$ cat src/rtl/ramio_pkg.sv
//------------------------------------------------
// ramio package
// access sizes, address map and the structs that
// flow between the load/store port stages
//------------------------------------------------
package ramio_pkg;

  // access width of a load or store
  typedef enum logic [1:0] {
    SIZE_NONE = 2'd0,
    SIZE_BYTE = 2'd1,
    SIZE_HALF = 2'd2,
    SIZE_WORD = 2'd3
  } access_size_t;

  // where a decoded request is served
  typedef enum logic [1:0] {
    TGT_RAM      = 2'd0,
    TGT_LED      = 2'd1,
    TGT_UART_OUT = 2'd2,
    TGT_NONE     = 2'd3
  } target_t;

  // ------------------------------------------------
  // i/o map, word addresses at the top of the space
  // ------------------------------------------------
  // led nibble, 0 is led on
  localparam logic [31:0] ADDR_LED      = 32'hffff_fffc;
  // uart out, reads all ones when idle
  localparam logic [31:0] ADDR_UART_OUT = 32'hffff_fff8;

  // request from the processor
  typedef struct packed {
    access_size_t read_size;
    logic         read_signed;
    access_size_t write_size;
    logic [31:0]  address;
    logic [31:0]  data;
  } mem_req_t;

  // decode to execute
  typedef struct packed {
    target_t      target;
    logic         is_read;
    logic         is_write;
    logic [29:0]  word_index;
    logic [3:0]   lane_en;
    logic [31:0]  wdata;
    access_size_t read_size;
    logic         read_signed;
    logic [1:0]   byte_offset;
    logic         err;
  } mem_op_t;

  // execute to result
  typedef struct packed {
    logic [31:0]  raw;
    access_size_t read_size;
    logic         read_signed;
    logic [1:0]   byte_offset;
    logic         is_read;
    logic         err;
  } exec_res_t;

  // response to the processor
  typedef struct packed {
    logic [31:0] data;
    logic        err;
  } mem_rsp_t;

endpackage
$ cat src/rtl/load_format.sv
//------------------------------------------------
// result stage
// picks the load lane, extends it and registers
// the response with its error flag
//------------------------------------------------
module load_format (
  input  logic                 clk,
  input  logic                 rst_n,
  input  logic                 res_valid,
  output logic                 res_ready,
  input  ramio_pkg::exec_res_t res,
  output logic                 rsp_valid,
  input  logic                 rsp_ready,
  output ramio_pkg::mem_rsp_t  rsp
);
  import ramio_pkg::*;

  logic        res_fire;
  // raw word moved down so the addressed lane sits at bit 0
  logic [31:0] lane;
  logic [31:0] data_fmt;

  assign res_ready = !rsp_valid || rsp_ready;
  assign res_fire  = res_valid && res_ready;

  always_comb begin
    lane     = res.raw >> {res.byte_offset, 3'b000};
    data_fmt = '0;
    // stores, faults and unmapped reads return zero
    if (res.is_read && !res.err) begin
      case (res.read_size)
        SIZE_BYTE: begin
          data_fmt = res.read_signed ? {{24{lane[7]}}, lane[7:0]} : {24'h0, lane[7:0]};
        end
        SIZE_HALF: begin
          data_fmt = res.read_signed ? {{16{lane[15]}}, lane[15:0]} : {16'h0, lane[15:0]};
        end
        SIZE_WORD: begin
          data_fmt = res.raw;
        end
        default: begin
          data_fmt = '0;
        end
      endcase
    end
  end

  always_ff @(posedge clk) begin
    if (!rst_n) begin
      rsp_valid <= 1'b0;
    end else if (res_fire) begin
      rsp_valid <= 1'b1;
    end else if (rsp_ready) begin
      rsp_valid <= 1'b0;
    end
  end

  // response payload
  always_ff @(posedge clk) begin
    if (res_fire) begin
      rsp.data <= data_fmt;
      rsp.err  <= res.err;
    end
  end

endmodule

$ cat config.mk
export PLATFORM = sky130hd
export DESIGN_NAME = load_format
export DESIGN_NICKNAME = d
export VERILOG_FILES = /design/src/rtl/ramio_pkg.sv /design/src/rtl/load_format.sv
export SDC_FILE = /design/constraint.sdc
export NUM_CORES = 1
export LEC_CHECK = 0
export ABC_AREA = 0
export BUFFER_PORTS_ARGS = -buffer_cell sky130_fd_sc_hd__buf_2
export CORE_MARGIN = 2
export CORE_UTILIZATION = 43
export CTS_CLUSTER_SIZE = 25
export DETAILED_ROUTE_END_ITERATION = 16
export PLACE_DENSITY = 0.79
export SLEW_MARGIN = 20
export SYNTH_ARGS = -nofsm -noshare
export SYNTH_HDL_FRONTEND = slang
export SYNTH_SLANG_ARGS = --single-unit
$ cat constraint.sdc
create_clock -name clk -period 1.55 [get_ports clk]
set_input_delay 0 -clock clk [delete_from_list [all_inputs] [get_ports clk]]
set_output_delay 0 -clock clk [all_outputs]
set_load 0.02 [all_outputs]
==> results, run 1 <==
- The analysis attributes to cell leakage a power of approximately 1.2 nW.
- The total clock sinks is 34.
- For this configuration, the core starts out at a cell density of 45.8%.
- The met3 wirelength from detailed routing is 391 microns.
- Leaving out fill and tap cells, the most frequent cells in the layout are sky130_fd_sc_hd__buf_2 (77), sky130_fd_sc_hd__nand2_1 (52), sky130_fd_sc_hd__edfxtp_1 (33).
- The path type of the worst setup path is input port to flip-flop.
- Synthesis produced a netlist with a net count of 213.
- Yosys printed 0 warnings.
- The fraction of layout instances using a drive strength above 1 is 40.3%.
- The final count of negative-setup-slack endpoints is 0.
- The quantity of gates resized following cts is 0.
- The number of vias after detailed routing is ~1.7k.
- The cell count after synthesis is 170.
- The sequential element share of the synthesized area is 54.0%.
- The fmax is 804 MHz.
- The total wire length is a little under 5000 microns.
- The setup clock skew after layout is 0.0100 ns.
- The number of antenna cells inserted is 0.
- The number of cells after detailed placement is 294.
- The detail route stage leaves a number of antenna-violating nets equal to 0.
- The number of buffers added on ports is 77.
- The overall power consumption is 2.20 mW.
- The final hold violation count came to 0.
- The number of setup buffers added after CTS is 0.
- The slew at the pin with the worst max-slew slack is 0.871 ns.
- On the critical path, the stage with the largest delay is an instance of sky130_fd_sc_hd__dlygate4sd3_1.
- The number of global-route vias before repair was 1,562.
- STA classifies the critical path endpoint as a flip-flop.
- Yosys mapped the design onto 29 distinct sky130hd cell types.
- The cell area after placement is approximately 0.0024 sq mm.
- After routing, the total negative slack on setup checks comes to 0 ns.
- The final number of max-transition violations is 0.
- The most common library cell in the layout ignoring fill and taps is sky130_fd_sc_hd__buf_2.
- Summed over all nets, wire length on met2 after detailed routing comes to approximately 2400 microns.
- The average cell area after synthesis is 11.0 sq um.
- The die height is 70.0 microns.
- The initial antenna violation count came to 0.
- The largest single stage delay on the critical path is 0.53 ns.
- After legalization and detailed placement, the total HPWL measured roughly 3500 microns.
- The final-layout fill cell count is 344.
- In the final routed layout, each cell accounts on average for ~16 microns.
- The area added between synthesis and finish is 34.2%.
- Clock-pin slew was measured on the worst setup and hold paths at roughly 0.07 ns.
- The quantity of hold-fixing buffers added after cts is 6.
- The routability congestion estimate is about 0.87.
- The number of vias per cell is 5.44.
- The data arrival time at the worst-slack endpoint is about 1.3 ns.
- Leaving out filler cells and counting taps, the final layout contains 308.
- Entering global routing, the biggest net connects 34 pins.
- The class of the tightest hold or removal check is input port to flip-flop.
- STA classifies the critical path startpoint as an input port.
- The peak supply drop is ~0.47 mV.
- Dividing total power by cell area gives a power density of ~870 mW/mm^2.
- The first-pass detailed-route iteration total is 4.
- The tool flagged a number of max-cap violations equal to 0.
- The number of synthesized register bits is 34.
- TritonCTS created 5 clock buffers.
- The master cell of the clock root buffer is sky130_fd_sc_hd__clkbuf_8.
- The longest clock path from root to sink contains 2 buffers.
- In the finished design, the share of the clock period the worst path needs comes to approximately four fifths.
- The net count of the finished layout is 300.
- The final non-filler cell area is approximately 0.0025 sq mm.
- Global routing finished with a remaining overflow of 0.
- For this block, the initial DRC count from the detailed router was 151.
- The clock period could shrink to 1.24 ns.
- The number of placement rows is 23.
- The cell area that synthesis handed to floorplanning was 0.00187 sq mm.
- The first global-routing pass estimated 7580 microns of wire.
- The signal on the critical path passes through dlygate4sd3_1 > buf_2 > mux4_2 > o21ai_0 > nand2_1.
- The clock tree from TritonCTS is yes.
- The final cell utilization of the core is 61.5%.
- 78 I/O pins were placed.
- The DRC violation count after routing is 0.
- The die area is 0.00489 sq mm.
- The latest clock arrival within the worst-skew pair is 0.29 ns.
- In this run the number of H-tree levels came out at 2.
- The core footprint is 0.00409 sq mm.
- The detailed router put a total of 1950 microns of wire on met1.
- The top fanout value on the critical path is 2.
- The tightest slew margin relative to the limit is 41.5%.
- The top layer reached by signal wires is met4.
- Setup repair after global routing left no endpoint under its margin.
- Data on the critical path is required at its endpoint by roughly 1.6 ns.
- From left edge to right edge, the die measures 70.0 microns.
- The run finished with clean final reports.
- The global-route usage over all layers is between 20% and 30%.
==> layout make-up <==
class	instances	area (sq um)	area share, %
clock buffers	7	86.3	3.44
clock inverters	1	5.00	0.199
inverters	5	18.8	0.747
multi-input cells	119	777	30.9
flip-flops and latches	34	1010	40.3
well taps	50	62.6	2.49
repair buffers	92	551	21.9
==> flip-flops by register name (all words and copies together), names as in the netlist <==
| name | flops |
|---|---|
| rsp | 33 |
| rsp_valid | 1 |
==> report_power, final <==
part	switching, mW	total [mW]	internal (mW)	leakage (nW)
clock network	0.317	0.675	0.358	0.0482
logic	0.249	0.433	0.183	0.786
registers	0.0148	1.09	1.07	0.337
==> cells by family (layout without fill, tap and decap cells) <==
kind of cell           after synthesis  in the layout  share of synthesized area (%)
multiplexers                         9              9                           10.2
flip-flops                          34             34                           54.0
buffers and inverters               17            105                           4.48
AO/OA/AOI/OAI                       34             34                           11.8
AND/OR/NAND/NOR                     76             76                           19.5
==> per-layer routing <==
metal / track usage, % / vias up
met4: 5.13 / 0
met1: 25.2 / 793
li1: - / 795
met2: 34.2 / 85
met3: 5.34 / 4
met5: 0 / -
==> synthesized netlist by cell type, drive strengths merged <==
cell / number / area [sq um]
nor2b: 2 / 12.5
nor3b: 1 / 7.51
clkbuf: 6 / 22.5
a31oi: 1 / 6.26
nand3b: 6 / 45.0
nor3: 1 / 5.00
edfxtp: 33 / 991
mux2i: 1 / 10.0
nand3: 1 / 5.00
and3: 1 / 6.26
o32ai: 1 / 8.76
a222oi: 2 / 20.0
a21boi: 2 / 26.3
a221oi: 5 / 43.8
nand4: 1 / 21.3
inv: 5 / 18.8
o22ai: 1 / 6.26
o21ai: 17 / 85.1
nand2b: 8 / 50.1
dfxtp: 1 / 20.0
buf: 6 / 42.5
a21oi: 5 / 25.0
and2: 2 / 12.5
nor2: 1 / 3.75
mux4: 8 / 180
nand2: 52 / 195
==> critical path, delay by kind of cell <==
kind,cells,cell delay [ns]
muxes,1,0.45
buffers and inverters,2,0.66
and+or+nand+nor,1,0.08
AOI/OAI and AO/OA,1,0.10
==> worst paths after layout <==
path / from / cells after the start / to / slack (ns)
worst max-delay path: res[13] / 5 / rsp[7]$_SDFFCE_PN0P_ / 0.31
worst min-delay path: res[12] / 3 / rsp[6]$_SDFFCE_PN0P_ / 0.008
worst max register to register: rsp_valid$_SDFFE_PN0P_ / 3 / rsp_valid$_SDFFE_PN0P_ / 0.34
worst min register to register: rsp_valid$_SDFFE_PN0P_ / 3 / rsp[5]$_SDFFCE_PN0P_ / 0.95
==> through the flow <==
step           hold WS [ns]  worst slack, ns
2_1_floorplan        0.0989           0.0304
3_3_place_gp          0.206            0.107
3_5_place_dp          0.216           0.0636
4_1_cts             0.00298            0.320
5_1_grt             0.00885            0.273
6_report            0.00763            0.306
(Power assumes the default switching activity.)
==> run 2, diff against run 1 <==
Clock period 1.55 ns to 1.1 ns, I/O delays scaled along.
==> run 2 against run 1 <==
The run now ends with hold timing left. Largest cell class unchanged. Clock skew fell by 0.0078 ns. Critical path depth rose by 1. Sequential cell count unchanged. Non-clock buffer count is 8 higher. Setup slack worse by 0.29 ns. Sequential share of layout area decreased by 1.0 points. Clock power rose by 26%. Largest power group unchanged. Register-to-register slack lost 0.28 ns. Routed wire length is 3.0% lower.
==> results, run 2 (synthesis gave the netlist of run 1 again) <==
- The final cell utilization of the core is 63.3% (+1.8 points).
- On the critical path the largest part of the delay comes from multiplexers.
- The critical path is of the input port to flip-flop type.
- The slew at the pin with the worst max-slew slack is 0.498 ns (-0.373 ns).
- The net count of the finished layout is 308 (+2.7%).
- The peak supply drop came to 0.607 mV (+28%).
- The number of flip-flops under the largest register name was 33 (unchanged).
- Setup repair after global routing could not meet its margin everywhere.
- The number of vias per cell came to 5.34 (-1.8%).
- The core footprint is 0.00409 sq mm (unchanged).
- The initial antenna violation count came to 0 (unchanged).
- The run finished, with violations left.
- The fraction of layout instances using a drive strength above 1 is 44.0% (+3.7 points).
- The number of max-cap violations is 0 (unchanged).
- The final hold violation count is 1 (+1).
- The quantity of hold-fixing buffers added after cts is 3 (-3).
- The wire length per cell after detailed routing is 14.8 microns (-5.4%).
- The pin count of the biggest net entering global routing is 26 (-24%).
- The cell depth of the worst min-delay path is 3 (unchanged).
- The number of H-tree levels was 2 (unchanged).
- The data required time at the worst endpoint is 1.14 ns (-0.45 ns).
- The class of the tightest hold or removal check is input port to flip-flop.
- The initial core utilization is 45.8% (unchanged).
- The global-route usage over all layers is 19.3% (-0.68 points).
- The data arrival time at the worst-slack endpoint is 1.12 ns (-0.16 ns).
- The library cells used most frequently in the layout, excluding fill and tap cells, are sky130_fd_sc_hd__buf_2 (75), sky130_fd_sc_hd__nand2_1 (52), sky130_fd_sc_hd__edfxtp_1 (33).
- Based on the critical path, the design can be clocked at up to 923 MHz.
- TritonCTS built the clock tree.
- The top register by number of flip-flops is rsp.
- The die height is 70.0 microns (unchanged).
- The share of the clock period used by the worst path is 98.5%.
- The worst reg-to-reg setup slack is 0.06 ns (-0.28 ns).
- The DRC violation count after routing is 0 (unchanged).
- The worst reg2reg path endpoint is rsp[27]$_SDFFCE_PN0P_.
- The worst hold path terminates at rsp[32]$_SDFFCE_PN0P_.
- The number of vias after detailed routing came to 1,689 (+0.72%).
- The cell depth of the worst flop-to-flop path is 3 (unchanged).
- The latest clock arrival within the worst-skew pair is 0.28 ns (about the same).
- The peak per-stage delay on the critical path was 0.49 ns (-0.04 ns).
- The worst path needs approximately 1.1 ns of the cycle, external delays included.
- The cell depth of the worst setup path is 6 (+1).
- The most common library cell in the layout ignoring fill and taps is sky130_fd_sc_hd__buf_2.
- The area added between synthesis and finish is 38.2%.
- The setup clock skew after layout is 0.00222 ns (-0.00778 ns).
- In this run the critical register-to-register path is launched from rsp_valid$_SDFFE_PN0P_.
- The number of buffers added by the clock tree synthesis step is 5 (unchanged).
- The number of setup buffers added after CTS was 0 (unchanged).
- The sum of buffers and inverters on the critical path is 2 (unchanged).
- The tightest slew margin relative to the limit is 66.6% (+25 points).
- The largest registers in the layout are rsp: 33 flops, rsp_valid: 1 flops.
- The number of top-level pins was 78 (unchanged).
- The number of buffers added on ports was 77 (unchanged).
- The startpoint of the lowest-slack hold path is res[38].
- The static leakage is 1.22 nW (+3.8%).
- The first-pass detailed-route iteration total came to 4 (unchanged).
- The total wire length is 4680 microns (-3.0%).
- The number of antenna cells inserted is 0 (unchanged).
- The total overflow reported by the global router is 0 (unchanged).
- The largest buffer count on any clock path is 2 (unchanged).
- The x dimension of the die came to 70.0 microns (unchanged).
- The worst setup path is launched from an input port.
- The clock-pin slew on the worst setup and hold paths is 0.06 ns (about the same).
- The tightest hold margin was -0.0113 ns (-0.0189 ns).
- The global-route wire length before repair came to 7360 microns (-3.0%).
- STA classifies the critical path endpoint as a flip-flop.
- The power density of the placed cells is 1170 mW/mm^2 (+34%).
- The signal on the critical path passes through buf_2 > mux4_2 > nand4_4 > a21boi_4 > buf_12 > nand2_1.
- The number of placement rows was 23 (unchanged).
- The number of global-route vias before repair was 1,575 (+0.83%).
- The detailed router's first-iteration violation count is 196 (+30%).
- The final number of max-transition violations is 0 (unchanged).
- The antenna violation net count after detailed routing is 0 (unchanged).
- The total clock sinks came to 34 (unchanged).
- The final count of negative-setup-slack endpoints was 0 (unchanged).
- Clock tree synthesis selected as its root buffer the cell sky130_fd_sc_hd__clkbuf_8.
- The top fanout value on the critical path is 16 (+14).
- The detailed placement HPWL is 3660 microns (+5.1%).
- The die area is 0.00489 sq mm (unchanged).
- The master of the slowest instance on the critical path is sky130_fd_sc_hd__mux4_2.
- The final reports fail on hold timing.
- The routability congestion estimate was 0.832 (-4.5%).
run 2: changes by cell type in the layout (fill, tap and decap cells not counted), sizes merged:
cell and change:
buf +11, dlygate4sd3 -3, clkbuf -2, clkinv +2
run 2: worst max path at each step:
stage                        from                    end  slack, ns
after floorplan            res[3]  rsp[17]$_SDFFCE_PN0P_      -0.31
after global placement     res[3]  rsp[29]$_SDFFCE_PN0P_      -0.26
after detailed placement   res[3]  rsp[19]$_SDFFCE_PN0P_      -0.32
after CTS                 res[38]  rsp[17]$_SDFFCE_PN0P_     -0.009
after global routing      res[14]  rsp[31]$_SDFFCE_PN0P_      -0.03
final                     res[14]  rsp[17]$_SDFFCE_PN0P_       0.02
run 2: routing by layer:
metal | vias up | part of all wire [%] | GRT usage (%)
li1 | 809 | - | -
met1 | 795 | 41 | 25.5
met2 | 78 | 50 | 31.5
met3 | 7 | 8.4 | 4.91
met4 | 0 | 1.1 | 5.77
met5 | - | 0 | 0
run 2: area by class of cell:
type                    count  area (sq um)
flip-flops and latches     34          1010
clock buffers               5          68.8
multi-input cells         119           793
repair buffers            100           616
inverters                   5          18.8
fillers                   362          1500
well taps                  50          62.6
clock inverters             3          11.3
run 2: report_power, final:
group | internal (mW) | switching (mW)
registers | 1.51 | 0.0198
logic | 0.287 | 0.355
clock network | 0.422 | 0.426
run 2: per-stage QoR:
step / TNS [ns] / total power, mW / instance area [sq um] / worst slack, ns / cells
after floorplan: -6.23 / 1.91 / 1910 / -0.312 / 170
after global placement: -7.55 / 2.17 / 2450 / -0.264 / 305
after detailed placement: -8.70 / 2.19 / 2450 / -0.322 / 305
after CTS: -0.0309 / 3.04 / 2570 / -0.00950 / 316
after global routing: -0.255 / 3.14 / 2580 / -0.0347 / 316
final: 0 / 3.02 / 2580 / 0.0169 / 316
run 2: what timing repair did:
action | CTS | global route
gates resized for setup | 1 | 3
endpoints found under the hold margin | 2 | 1
endpoints found under the setup margin | 8 | 31
run 2: worst reg2reg max path: cells and delay by family (launching register included):
family	cells	cell delay, ns
and+or+nand+nor	2	0.21
buffers and inverters	1	0.17
DFF	1	0.35
