File: src/rtl/ramio_pkg.sv
//------------------------------------------------
// ramio package
// access sizes, address map and the structs that
// flow between the load/store port stages
//------------------------------------------------
package ramio_pkg;

  // access width of a load or store
  typedef enum logic [1:0] {
    SIZE_NONE = 2'd0,
    SIZE_BYTE = 2'd1,
    SIZE_HALF = 2'd2,
    SIZE_WORD = 2'd3
  } access_size_t;

  // where a decoded request is served
  typedef enum logic [1:0] {
    TGT_RAM      = 2'd0,
    TGT_LED      = 2'd1,
    TGT_UART_OUT = 2'd2,
    TGT_NONE     = 2'd3
  } target_t;

  // ------------------------------------------------
  // i/o map, word addresses at the top of the space
  // ------------------------------------------------
  // led nibble, 0 is led on
  localparam logic [31:0] ADDR_LED      = 32'hffff_fffc;
  // uart out, reads all ones when idle
  localparam logic [31:0] ADDR_UART_OUT = 32'hffff_fff8;

  // request from the processor
  typedef struct packed {
    access_size_t read_size;
    logic         read_signed;
    access_size_t write_size;
    logic [31:0]  address;
    logic [31:0]  data;
  } mem_req_t;

  // decode to execute
  typedef struct packed {
    target_t      target;
    logic         is_read;
    logic         is_write;
    logic [29:0]  word_index;
    logic [3:0]   lane_en;
    logic [31:0]  wdata;
    access_size_t read_size;
    logic         read_signed;
    logic [1:0]   byte_offset;
    logic         err;
  } mem_op_t;

  // execute to result
  typedef struct packed {
    logic [31:0]  raw;
    access_size_t read_size;
    logic         read_signed;
    logic [1:0]   byte_offset;
    logic         is_read;
    logic         err;
  } exec_res_t;

  // response to the processor
  typedef struct packed {
    logic [31:0] data;
    logic        err;
  } mem_rsp_t;

endpackage
File: src/rtl/bus_decode.sv
//------------------------------------------------
// decode stage
// registers a request, picks its target and builds
// byte lanes, aligned store data and the error flag
//------------------------------------------------
module bus_decode #(
  parameter int unsigned RAM_WORDS = 256
) (
  input  logic                clk,
  input  logic                rst_n,
  input  logic                req_valid,
  output logic                req_ready,
  input  ramio_pkg::mem_req_t req,
  output logic                op_valid,
  input  logic                op_ready,
  output ramio_pkg::mem_op_t  op
);
  import ramio_pkg::*;

  // first byte address past the ram
  localparam logic [31:0] RAM_LIMIT = 32'(RAM_WORDS * 4);

  logic         started;
  logic         req_fire;
  access_size_t size;
  mem_op_t      op_next;

  // hold off the very first cycle out of reset
  assign req_ready = started && (!op_valid || op_ready);
  assign req_fire  = req_valid && req_ready;

  always_comb begin
    op_next = '0;
    // a store wins when both sizes are set
    op_next.is_write = req.write_size != SIZE_NONE;
    op_next.is_read  = !op_next.is_write && (req.read_size != SIZE_NONE);
    size = op_next.is_write ? req.write_size : req.read_size;

    // i/o words first, then the ram window
    if (req.address == ADDR_LED) begin
      op_next.target = TGT_LED;
    end else if (req.address == ADDR_UART_OUT) begin
      op_next.target = TGT_UART_OUT;
    end else if (req.address < RAM_LIMIT) begin
      op_next.target = TGT_RAM;
    end else begin
      op_next.target = TGT_NONE;
    end

    op_next.word_index  = req.address[31:2];
    op_next.byte_offset = req.address[1:0];
    op_next.read_size   = req.read_size;
    op_next.read_signed = req.read_signed;

    // half words on even bytes, words on word boundaries
    op_next.err = (size == SIZE_HALF && req.address[0]) ||
                  (size == SIZE_WORD && req.address[1:0] != 2'b00);

    // store lanes, data moved up to its byte offset
    if (op_next.is_write) begin
      case (req.write_size)
        SIZE_BYTE: begin
          op_next.lane_en = 4'b0001 << req.address[1:0];
          op_next.wdata   = {24'h0, req.data[7:0]} << {req.address[1:0], 3'b000};
        end
        SIZE_HALF: begin
          op_next.lane_en = 4'b0011 << req.address[1:0];
          op_next.wdata   = {16'h0, req.data[15:0]} << {req.address[1:0], 3'b000};
        end
        default: begin
          op_next.lane_en = 4'b1111;
          op_next.wdata   = req.data;
        end
      endcase
    end
  end

  always_ff @(posedge clk) begin
    if (!rst_n) begin
      started  <= 1'b0;
      op_valid <= 1'b0;
    end else begin
      started <= 1'b1;
      if (req_fire) begin
        op_valid <= 1'b1;
      end else if (op_ready) begin
        op_valid <= 1'b0;
      end
    end
  end

  // op payload
  always_ff @(posedge clk) begin
    if (req_fire) begin
      op <= op_next;
    end
  end

  // execute may stall, the op must not move under it
  assert property (@(posedge clk) disable iff (!rst_n)
    op_valid && !op_ready |=> op_valid && $stable(op));

endmodule

File: config.mk
export PLATFORM = sky130hd
export DESIGN_NAME = bus_decode
export DESIGN_NICKNAME = d
export VERILOG_FILES = /design/src/rtl/ramio_pkg.sv /design/src/rtl/bus_decode.sv
export SDC_FILE = /design/constraint.sdc
export NUM_CORES = 1
export LEC_CHECK = 0
export BUFFER_PORTS_ARGS = -buffer_cell sky130_fd_sc_hd__buf_2
export CAP_MARGIN = 20
export CORE_MARGIN = 1
export CORE_UTILIZATION = 40
export DETAILED_ROUTE_END_ITERATION = 6
export PLACE_DENSITY = 0.7
export SLEW_MARGIN = 20
export SYNTH_ARGS = -nofsm -noshare
export SYNTH_HDL_FRONTEND = slang
export SYNTH_SLANG_ARGS = --single-unit
File: constraint.sdc
create_clock -name clk -period 6.2 [get_ports clk]
set_clock_uncertainty 0.1 [all_clocks]
set_input_delay 0.93 -clock clk [delete_from_list [all_inputs] [get_ports clk]]
set_output_delay 0.93 -clock clk [all_outputs]
set_load 0.01 [all_outputs]
==> key figures, run 1 <==
Drt
  • Number of detailed-route iterations in the first pass: 4
  • Routed via count: 2,437
  • Drt wl/cell: 15.30 um
  • Post-detailed-route count of antenna-violating nets: 0
  • Drt total wl: 7480 um
  • Iter 0 DRT Violations: around 110
  • Remaining DRCs: 0
  • Vias per Instance: around 5

Synth
  • Simple-gate portion of the synthesized area: 14.07%
  • Main combinational cell family by area after synthesis: simple AND/OR/NAND/NOR gates
  • Mapped Nets: about 300
  • Synth Area in Adders: 0.7567%
  • Synth Cell Area: 0.003307 sq mm
  • Synth Register Bits: 78
  • Syn Area/Cell: approximately 14 sq um
  • Mux contribution to synthesized area: 0.3027%
  • Xor and xnor area share after synthesis: 0%
  • Register area share after synthesis: a little over two thirds
  • Yosys cell types: 31
  • Number of warnings issued by yosys: 0
  • Synth Area in Compound Gates: 12.18%
  • Mapped Cells: 230

CTS
  • Hold_buf cts: 0
  • CTS Buf Count: 9
  • Worst-Skew Late Latency: 340 ps
  • Post-CTS sizing: 0
  • Post-CTS Setup Repair Bufs: 0
  • CTS tree: done
  • Clk pin slew, worst setup/hold paths: 70 ps
  • Clock sinks: 78
  • Max Root-Sink Buffers: 2
  • CTS H-tree depth: 3
  • Clock root buffer: clkbuf_8

Layout
  • Final design utilization: 55.15%
  • Layout cells sized above 1: 48.32%
  • Area Growth Syn to Fin: 30.87%
  • Multi-input logic area: roughly 900 sq um
  • Post-layout nets: 457
  • ANT cells: 0
  • Commonest non-fill, non-tap cell in the layout: buf_2
  • Most frequent cells in the layout: buf_2, edfxtp_1, nor2_1, a21oi_1, nor2b_1
  • Fin cells: slightly below 500
  • Register area: 0.002322 sq mm
  • Filler cells: 712

Hold path
  • Hold Startpoint: op_valid$_SDFFE_PN0P_
  • Hold path cells: 2
  • Hold endpoint: op_valid$_SDFFE_PN0P_
  • Class of the worst hold path: flop to flop

Die
  • Row cnt: 32
  • I/O pin count: about 150
  • Starting Density: 42.14%
  • Die height: 92.93 um
  • Die Wd: 92.93 um
  • Die area: 0.008635 sq mm
  • Core ar.: 0.007848 sq mm

STA
  • Fmax achieved: between 400 and 500 MHz
  • Least-Margin Pin Slew: around 960 ps
  • RSZ-0062 raised after global routing: false
  • Fin Setup TNS: 0 ps
  • Worst hold slack: 402.2 ps
  • Min cycle time layout: roughly 2500 ps
  • Normalized max-slew margin: 36.17%
  • Tcrit/Tclk final: about two fifths
  • Fin. Hold Viols: 0
  • Final count of negative-setup-slack endpoints: 0
  • Slew Viols, Final: 0

Critical path
  • Worst R2R End: op[32]$_SDFFCE_PN0P_
  • Worst R2R Path Depth: 5
  • CP Capture Type: output pin
  • Worst EP required: 5170 ps
  • R2R setup slack: 4290 ps
  • WS Path Type: input pin to output pin
  • Critical path arrival: 1470 ps
  • Critical path peak fanout: 2
  • Origin of the critical flop-to-flop path: op_valid$_SDFFE_PN0P_
  • Critical Path Start Type: input pin

Global route
  • Grt ovf: 0
  • Initial antenna violation count: 0
  • Vias in the first global route: 2,248
  • Largest net degree at the start of global routing: 77
  • Gr usage total: 17.52%
  • Global-route wire length before repair: 11,320 um

Power and ir drop
  • Leakage: 0.001743 uW
  • Power Density: 259.4 mW/mm^2
  • Peak VDD IR: 0.0001274 V

Placement
  • Port-buffer cells: 150
  • Dpl cells: 473
  • Gpl congestion: 0.7636
  • Post-DP HPWL: 5569 um

Run
  • Max cap viols: 0

Outcome
  • Status: finished clean
per-stage QoR:
| stage | setup WS (ps) | area, sq um | total power, uW |
|---|---|---|---|
| finish | 3701 | 4328 | 1123 |
| global route | 3649 | 4328 | 1169 |
| CTS | 3703 | 4328 | 1132 |
| detailed placement | 3538 | 4145 | 778.9 |
| global placement | 3577 | 4145 | 775.5 |
| floorplan | 2902 | 3307 | 710.2 |
synth_stat cells (all sizes together):
cell type / number / share of area (%)
a211oi: 8 / 3.0
a21boi: 1 / 0.23
a21oi: 19 / 2.9
a22o: 8 / 2.1
a22oi: 8 / 3.0
a31oi: 2 / 0.38
and2: 10 / 1.9
and2b: 1 / 0.30
buf: 11 / 1.8
clkbuf: 1 / 0.11
dfxtp: 2 / 1.2
edfxtp: 76 / 69
ha: 2 / 0.76
inv: 5 / 0.57
mux2i: 1 / 0.30
nand2: 3 / 0.34
nand2b: 1 / 0.19
nand3: 2 / 0.30
nand4: 7 / 1.3
nor2: 31 / 3.7
nor2b: 19 / 3.6
nor3b: 1 / 0.23
nor4: 7 / 1.8
o21ai: 2 / 0.30
o21bai: 1 / 0.23
or4: 1 / 0.34
critical path, stage by stage:
cell      delay, ps
buf_2            90
nand2b_1        140
and2_1          170
buf_2           140
power by group:
part / switching, uW / total, uW / internal [uW] / leakage (uW)
registers: 6.05 / 618 / 612 / 0.000737
logic: 87.3 / 148 / 60.5 / 0.000914
clock network: 172 / 357 / 185 / 0.0000920
state kept, by name, summed over array words and instances, names as in the netlist:
name	flops
started	1
op_valid	1
op	76
layer usage:
layer / part of all wire (%) / wire (um) / GRT usage [%]
met5: 0 / 0 / 0
met4: 2.1 / 155 / 8.077
met3: 7.7 / 573 / 3.777
met2: 47 / 3522 / 27.88
met1: 43 / 3229 / 22.85
area by class of cell:
class                           instances  share of cell area (%)
Clock inverter                          4                   1.099
Multi-Input combinational cell        135                   20.87
Inverter                                5                  0.4337
Tap cell                              102                   2.949
Timing Repair Buffer                  153                   17.87
Sequential cell                        78                   53.66
Clock buffer                           12                   3.122
how the worst max path moves through the flow:
stage / start / endpoint / slack [ps] / cells after the start
after CTS: op_ready / req_ready / 3700 / 4
after floorplan: op_ready / op[0]$_DFFE_PP_ / 2900 / 4
after global placement: req[64] / op[6]$_SDFFCE_PN0P_ / 3580 / 7
after detailed placement: req[64] / op[12]$_SDFFCE_PN0P_ / 3540 / 7
after global routing: op_ready / req_ready / 3650 / 4
final: op_ready / req_ready / 3700 / 4
cells by family after synthesis:
group,Yosys count
and+or+nand+nor,83
DFF,78
muxes,1
AOI/OAI and AO/OA,49
adders and majority gates,2
buffers and inverters,17
Note: power is estimated with default switching activity, not from simulation.
==> run 2: changes to the inputs <==
- PLACE_DENSITY: 0.7 -> 0.73
- clock period: 6.2 -> 2.2 ns (I/O delays scaled with it)
==> key figures, run 2 (synthesized netlist as in run 1, its figures left out) <==
Critical path
  • Critical Path Start Type: flop
  • Worst EP required: 2190 ps
  • Crit-path cells: nand2b_4 > and2_4 > nand2_4 > clkinvlp_4 > buf_12
  • Critical path arrival: 1670 ps
  • CP Capture Type: flop
  • Critical path peak fanout: 33
  • WS Path Type: flop to flop
  • CP max-delay cell: dfxtp_2
  • Crit path largest cell delay: 360 ps

Die
  • Starting Density: 42.14%
  • Core ar.: 0.007848 sq mm
  • Die area: 0.008635 sq mm
  • Row cnt: 32
  • Die height: 92.93 um
  • I/O pin count: 151
  • Die Wd: 92.93 um

Layout
  • Fin cells: around 490
  • Post-layout nets: 460
  • Biggest regs: op (76), op_valid (1), started (1)
  • Most frequent cells in the layout: buf_2, edfxtp_1, nor2_1, a21oi_1, nor2b_1
  • Filler cells: approximately 700
  • ANT cells: 0
  • Final design utilization: a little under three fifths
  • Largest register FFs: 76
  • Commonest non-fill, non-tap cell in the layout: buf_2
  • Area Growth Syn to Fin: 33.98%
  • Layout cells sized above 1: 50.26%
  • Largest Register: op

Global route
  • Vias in the first global route: ~2.4k
  • Gr usage total: between 15 and 20%
  • Largest net degree at the start of global routing: 38
  • Initial antenna violation count: 0
  • Global-route wire length before repair: 11,950 um
  • Grt ovf: 0

Drt
  • Remaining DRCs: 0
  • Number of detailed-route iterations in the first pass: 4
  • Met2 routed WL: between 3000 and 4000 um
  • DR WL met3: 492 um
  • Post-detailed-route count of antenna-violating nets: 0
  • Iter 0 DRT Violations: 82
  • DR top layer: met4
  • Drt wl/cell: 15.62 um
  • Routed via count: roughly 2.4k
  • WL met1: ~3400 um
  • Drt total wl: 7684 um
  • Vias per Instance: 4.872

Hold path
  • Class of the worst hold path: input pin to flop

Run
  • Max cap viols: 0

STA
  • Fin. Hold Viols: 0
  • Tcrit/Tclk final: 76.56%
  • Setup ws final: between 500 and 600 ps
  • Slew Viols, Final: 0
  • Least-Margin Pin Slew: 898.7 ps
  • RSZ-0062 raised after global routing: false
  • Min cycle time layout: between 1500 and 2000 ps
  • Final count of negative-setup-slack endpoints: 0
  • Fmax achieved: 593.7 MHz
  • Normalized max-slew margin: 39.96%
  • Worst hold slack: 80.17 ps

Power and ir drop
  • Power Density: 732.9 mW/mm^2
  • Total chip power: 3247 uW
  • Leakage: 0.001781 uW
  • Peak VDD IR: between 0.0002 and 0.0003 V

Outcome
  • Status: finished clean

Placement
  • Dpl ws: 231.4 ps
  • Dpl cells: 475
  • Port-buffer cells: 150
  • Post-DP HPWL: 5864 um
  • Gpl congestion: around 0.85

CTS
  • CTS Buf Count: 9
  • Max Root-Sink Buffers: 2
  • Post-CTS sizing: 0
  • Clk pin slew, worst setup/hold paths: 90 ps
  • Clock root buffer: clkbuf_8
  • Hold_buf cts: 1
  • Worst-Skew Late Latency: 340 ps
  • CTS tree: done
  • Post-CTS Setup Repair Bufs: 0
  • CTS H-tree depth: 3
  • Clock sinks: 78
==> run 2: cell type report <==
type / instances / area (sq um) / share of cell area [%]
clock buffers: 10 / 127.6 / 2.881
clock inverters: 6 / 72.57 / 1.638
inverters: 5 / 22.52 / 0.5083
multi-input cells: 135 / 920.9 / 20.79
flip-flops and latches: 78 / 2323 / 52.44
well taps: 102 / 127.6 / 2.881
repair buffers: 156 / 835.8 / 18.86
==> run 2: path summary, 6_finish.rpt <==
path | endpoint | slack (ps) | depth (start not counted) | from
hold reg to reg | op_valid$_SDFFE_PN0P_ | 400 | 2 | op_valid$_SDFFE_PN0P_
setup / recovery | op[62]$_DFFE_PP_ | 520 | 5 | op_valid$_SDFFE_PN0P_
hold / removal | op[47]$_DFFE_PP_ | 80 | 1 | req[39]
setup reg to reg | op[62]$_DFFE_PP_ | 520 | 5 | op_valid$_SDFFE_PN0P_
==> run 2: power by group <==
| group | total, uW | switching (uW) | internal [uW] |
|---|---|---|---|
| logic | 436 | 248 | 188 |
| clock network | 1070 | 539 | 533 |
| registers | 1740 | 18.1 | 1720 |
| total | 3250 | 806 | 2440 |
==> run 2: per-layer routing <==
layer	vias up	GRT usage, %
met4	0	9.487
met5	-	0
li1	1183	-
met3	17	2.956
met1	1086	24.29
met2	111	29.04
==> run 2: stage by stage <==
step           instance area (sq um)  TNS (ps)
2_1_floorplan                   3329     -3296
3_3_place_gp                    4220         0
3_5_place_dp                    4220         0
4_1_cts                         4431         0
5_1_grt                         4431         0
6_report                        4431         0
==> run 2: critical path: cells and delay by family (launching register included) <==
kind	cells	cell delay (ps)
buffers and inverters	2	690
flip-flops	1	360
AND/OR/NAND/NOR	3	250
==> run 3: changes to the inputs <==
- PLACE_DENSITY: 0.73 -> 0.7
- clock period: 2.2 -> 1.75 ns (I/O delays scaled with it)
==> key figures, run 3 (synthesized netlist as in run 1, its figures left out) <==
Power and ir drop
  • Switching portion of total power: 22.70%
  • Power share of the sequential group: 50.6%
  • Peak VDD IR: approximately 0.00050 V
  • Switching power: approximately 980 uW
  • Clock Power Share: 36.6%
  • P_int: 3340 uW
  • Combinational power share: between 10% and 20%
  • Total chip power: between 4000 and 5000 uW
  • Leakage: 0.001815 uW
  • Power Density: 961.8 mW/mm^2

CTS
  • Worst-Skew Late Latency: 340 ps
  • Max Root-Sink Buffers: 2
  • Post-CTS sizing: 0
  • CTS tree: done
  • Clock sinks: 78
  • Clk pin slew, worst setup/hold paths: 80 ps
  • Post-CTS Setup Repair Bufs: 0
  • CTS Buf Count: 9
  • Clock root buffer: clkbuf_8
  • CTS H-tree depth: 3

Global route
  • Largest net degree at the start of global routing: 44
  • Global-route wire length before repair: 11,100 um
  • M1 GR Usage: approximately 22%
  • Met2 usage: 28.31%
  • M3 GR Usage: 4.187%
  • Initial antenna violation count: 0
  • GR peak layer: met2
  • Grt ovf: 0
  • Gr usage total: 17.37%
  • Vias in the first global route: between 2k and 2.5k

Die
  • Die Wd: 92.93 um
  • Core ar.: around 0.0078 sq mm
  • Die area: 0.008635 sq mm
  • I/O pin count: ~150
  • Die height: roughly 93 um
  • Row cnt: 32
  • Starting Density: between 40% and 50%

Critical path
  • Crit path largest cell delay: 810 ps
  • Origin of the critical flop-to-flop path: op_valid$_SDFFE_PN0P_
  • Worst R2R Path Depth: 5
  • CP Capture Type: flop
  • Crit-path cells: buf_2 > nor2b_1 > a22oi_2 > a211oi_2
  • Top delay family on crit path: simple AND/OR/NAND/NOR gates
  • CP max-delay cell: nor2b_1
  • Worst EP required: 1830 ps
  • Critical Path Start Type: input pin
  • R2R setup slack: 240 ps
  • Critical path peak fanout: 9
  • Critical path arrival: 1630 ps
  • Worst R2R End: op[66]$_DFFE_PP_
  • Buf/Inv on CP: 1
  • Critical path launch point: req[33]
  • WS Path Type: input pin to flop

STA
  • Slew Viols, Final: 0
  • RSZ-0062 raised after global routing: false
  • Fmax achieved: between 600 and 700 MHz
  • Final count of negative-setup-slack endpoints: 0
  • Fin. Hold Viols: 0
  • Min cycle time layout: 1544 ps
  • Least-Margin Pin Slew: about 1000 ps
  • Normalized max-slew margin: 30.57%
  • Tcrit/Tclk final: 88.21%

Drt
  • Vias per Instance: 4.852
  • Drt wl/cell: ~15 um
  • Iter 0 DRT Violations: just over 70
  • Post-detailed-route count of antenna-violating nets: 0
  • Remaining DRCs: 0
  • Routed via count: 2,421
  • Number of detailed-route iterations in the first pass: 4
  • Drt total wl: roughly 7600 um

Layout
  • Commonest non-fill, non-tap cell in the layout: buf_2
  • Fin cells: 499
  • Layout cells sized above 1: 50.13%
  • Post-layout nets: 467
  • Largest register FFs: 76
  • Biggest regs: op (76), op_valid (1), started (1)
  • Multi-input logic area: roughly 910 sq um
  • Filler cells: 685
  • Register area: 0.002323 sq mm
  • ANT cells: 0
  • Largest Register: op
  • Area Growth Syn to Fin: 35.83%
  • Most frequent cells in the layout: buf_2, edfxtp_1, nor2_1, a21oi_1, nor2b_1

Placement
  • Port-buffer cells: 150
  • Gpl congestion: 0.7830
  • Dpl cells: 480
  • Post-DP HPWL: 5650 um

Hold path
  • Hold Startpoint: req[54]
  • Hold path cells: 1
  • Hold endpoint: op[62]$_DFFE_PP_
  • Class of the worst hold path: input pin to flop

Run
  • Max cap viols: 0

Outcome
  • Status: finished clean
==> run 3: cell types whose count changed in the layout (fill, tap and decap cells not counted), sizes merged <==
cell / delta
clkbuf: -1
clkinvlp: +1
clkinv: -2
dlygate4sd3: +2
buf: +5
bufinv: +2
==> run 3: area by class of cell <==
type,count,area share [%]
multi-input cells,135,20.33
repair buffers,163,19.33
inverters,5,0.5014
flip-flops and latches,78,51.73
well taps,102,2.841
clock buffers,9,2.758
clock inverters,7,2.507
==> run 3: routing by layer <==
metal / share of wire, % / up-vias
li1: - / 1191
met1: 44 / 1112
met2: 48 / 110
met3: 6.8 / 8
met4: 1.4 / 0
met5: 0 / -
==> run 3: worst reg2reg max path, stage by stage (launching register included) <==
cell and delay [ps]:
dfxtp_2 320, nand2b_1 80, and2_4 160, nand2_4 50
clkinvlp_4 80, buf_4 360
==> run 3: worst max-delay path by stage <==
stage                                end  cells after the start
floorplan                op[0]$_DFFE_PP_                      4
global placement    op[24]$_SDFFCE_PN0P_                      4
detailed placement  op[26]$_SDFFCE_PN0P_                      4
CTS                 op[29]$_SDFFCE_PN0P_                      4
global route        op[23]$_SDFFCE_PN0P_                      4
finish              op[26]$_SDFFCE_PN0P_                      4
==> run 3: through the flow <==
stage               setup TNS, ps  setup slack [ps]  area (sq um)  hold WS (ps)  util (%)
floorplan                  -33920            -446.3          3322         190.2         -
global placement           -859.7            -104.3          4225         275.8     53.84
detailed placement          -1242            -166.1          4225         278.1     53.84
CTS                             0             188.7          4482         1.756     57.11
global route                    0             119.7          4492        0.6481     57.24
finish                          0             206.3          4492         18.27     57.24
==> run 3: what timing repair did <==
action,CTS,global route
setup endpoints to repair,0,0
hold buffers,2,1
endpoints found under the hold margin,2,1
==> run 3: power groups by stage <==
stage / Combinational [uW] / Clock (uW) / Sequential [uW]
2_1_floorplan: 239 / 0 / 2280
3_3_place_gp: 544 / 0 / 2230
3_5_place_dp: 552 / 0 / 2230
4_1_cts: 557 / 1620 / 2190
5_1_grt: 604 / 1690 / 2190
6_report: 553 / 1580 / 2180
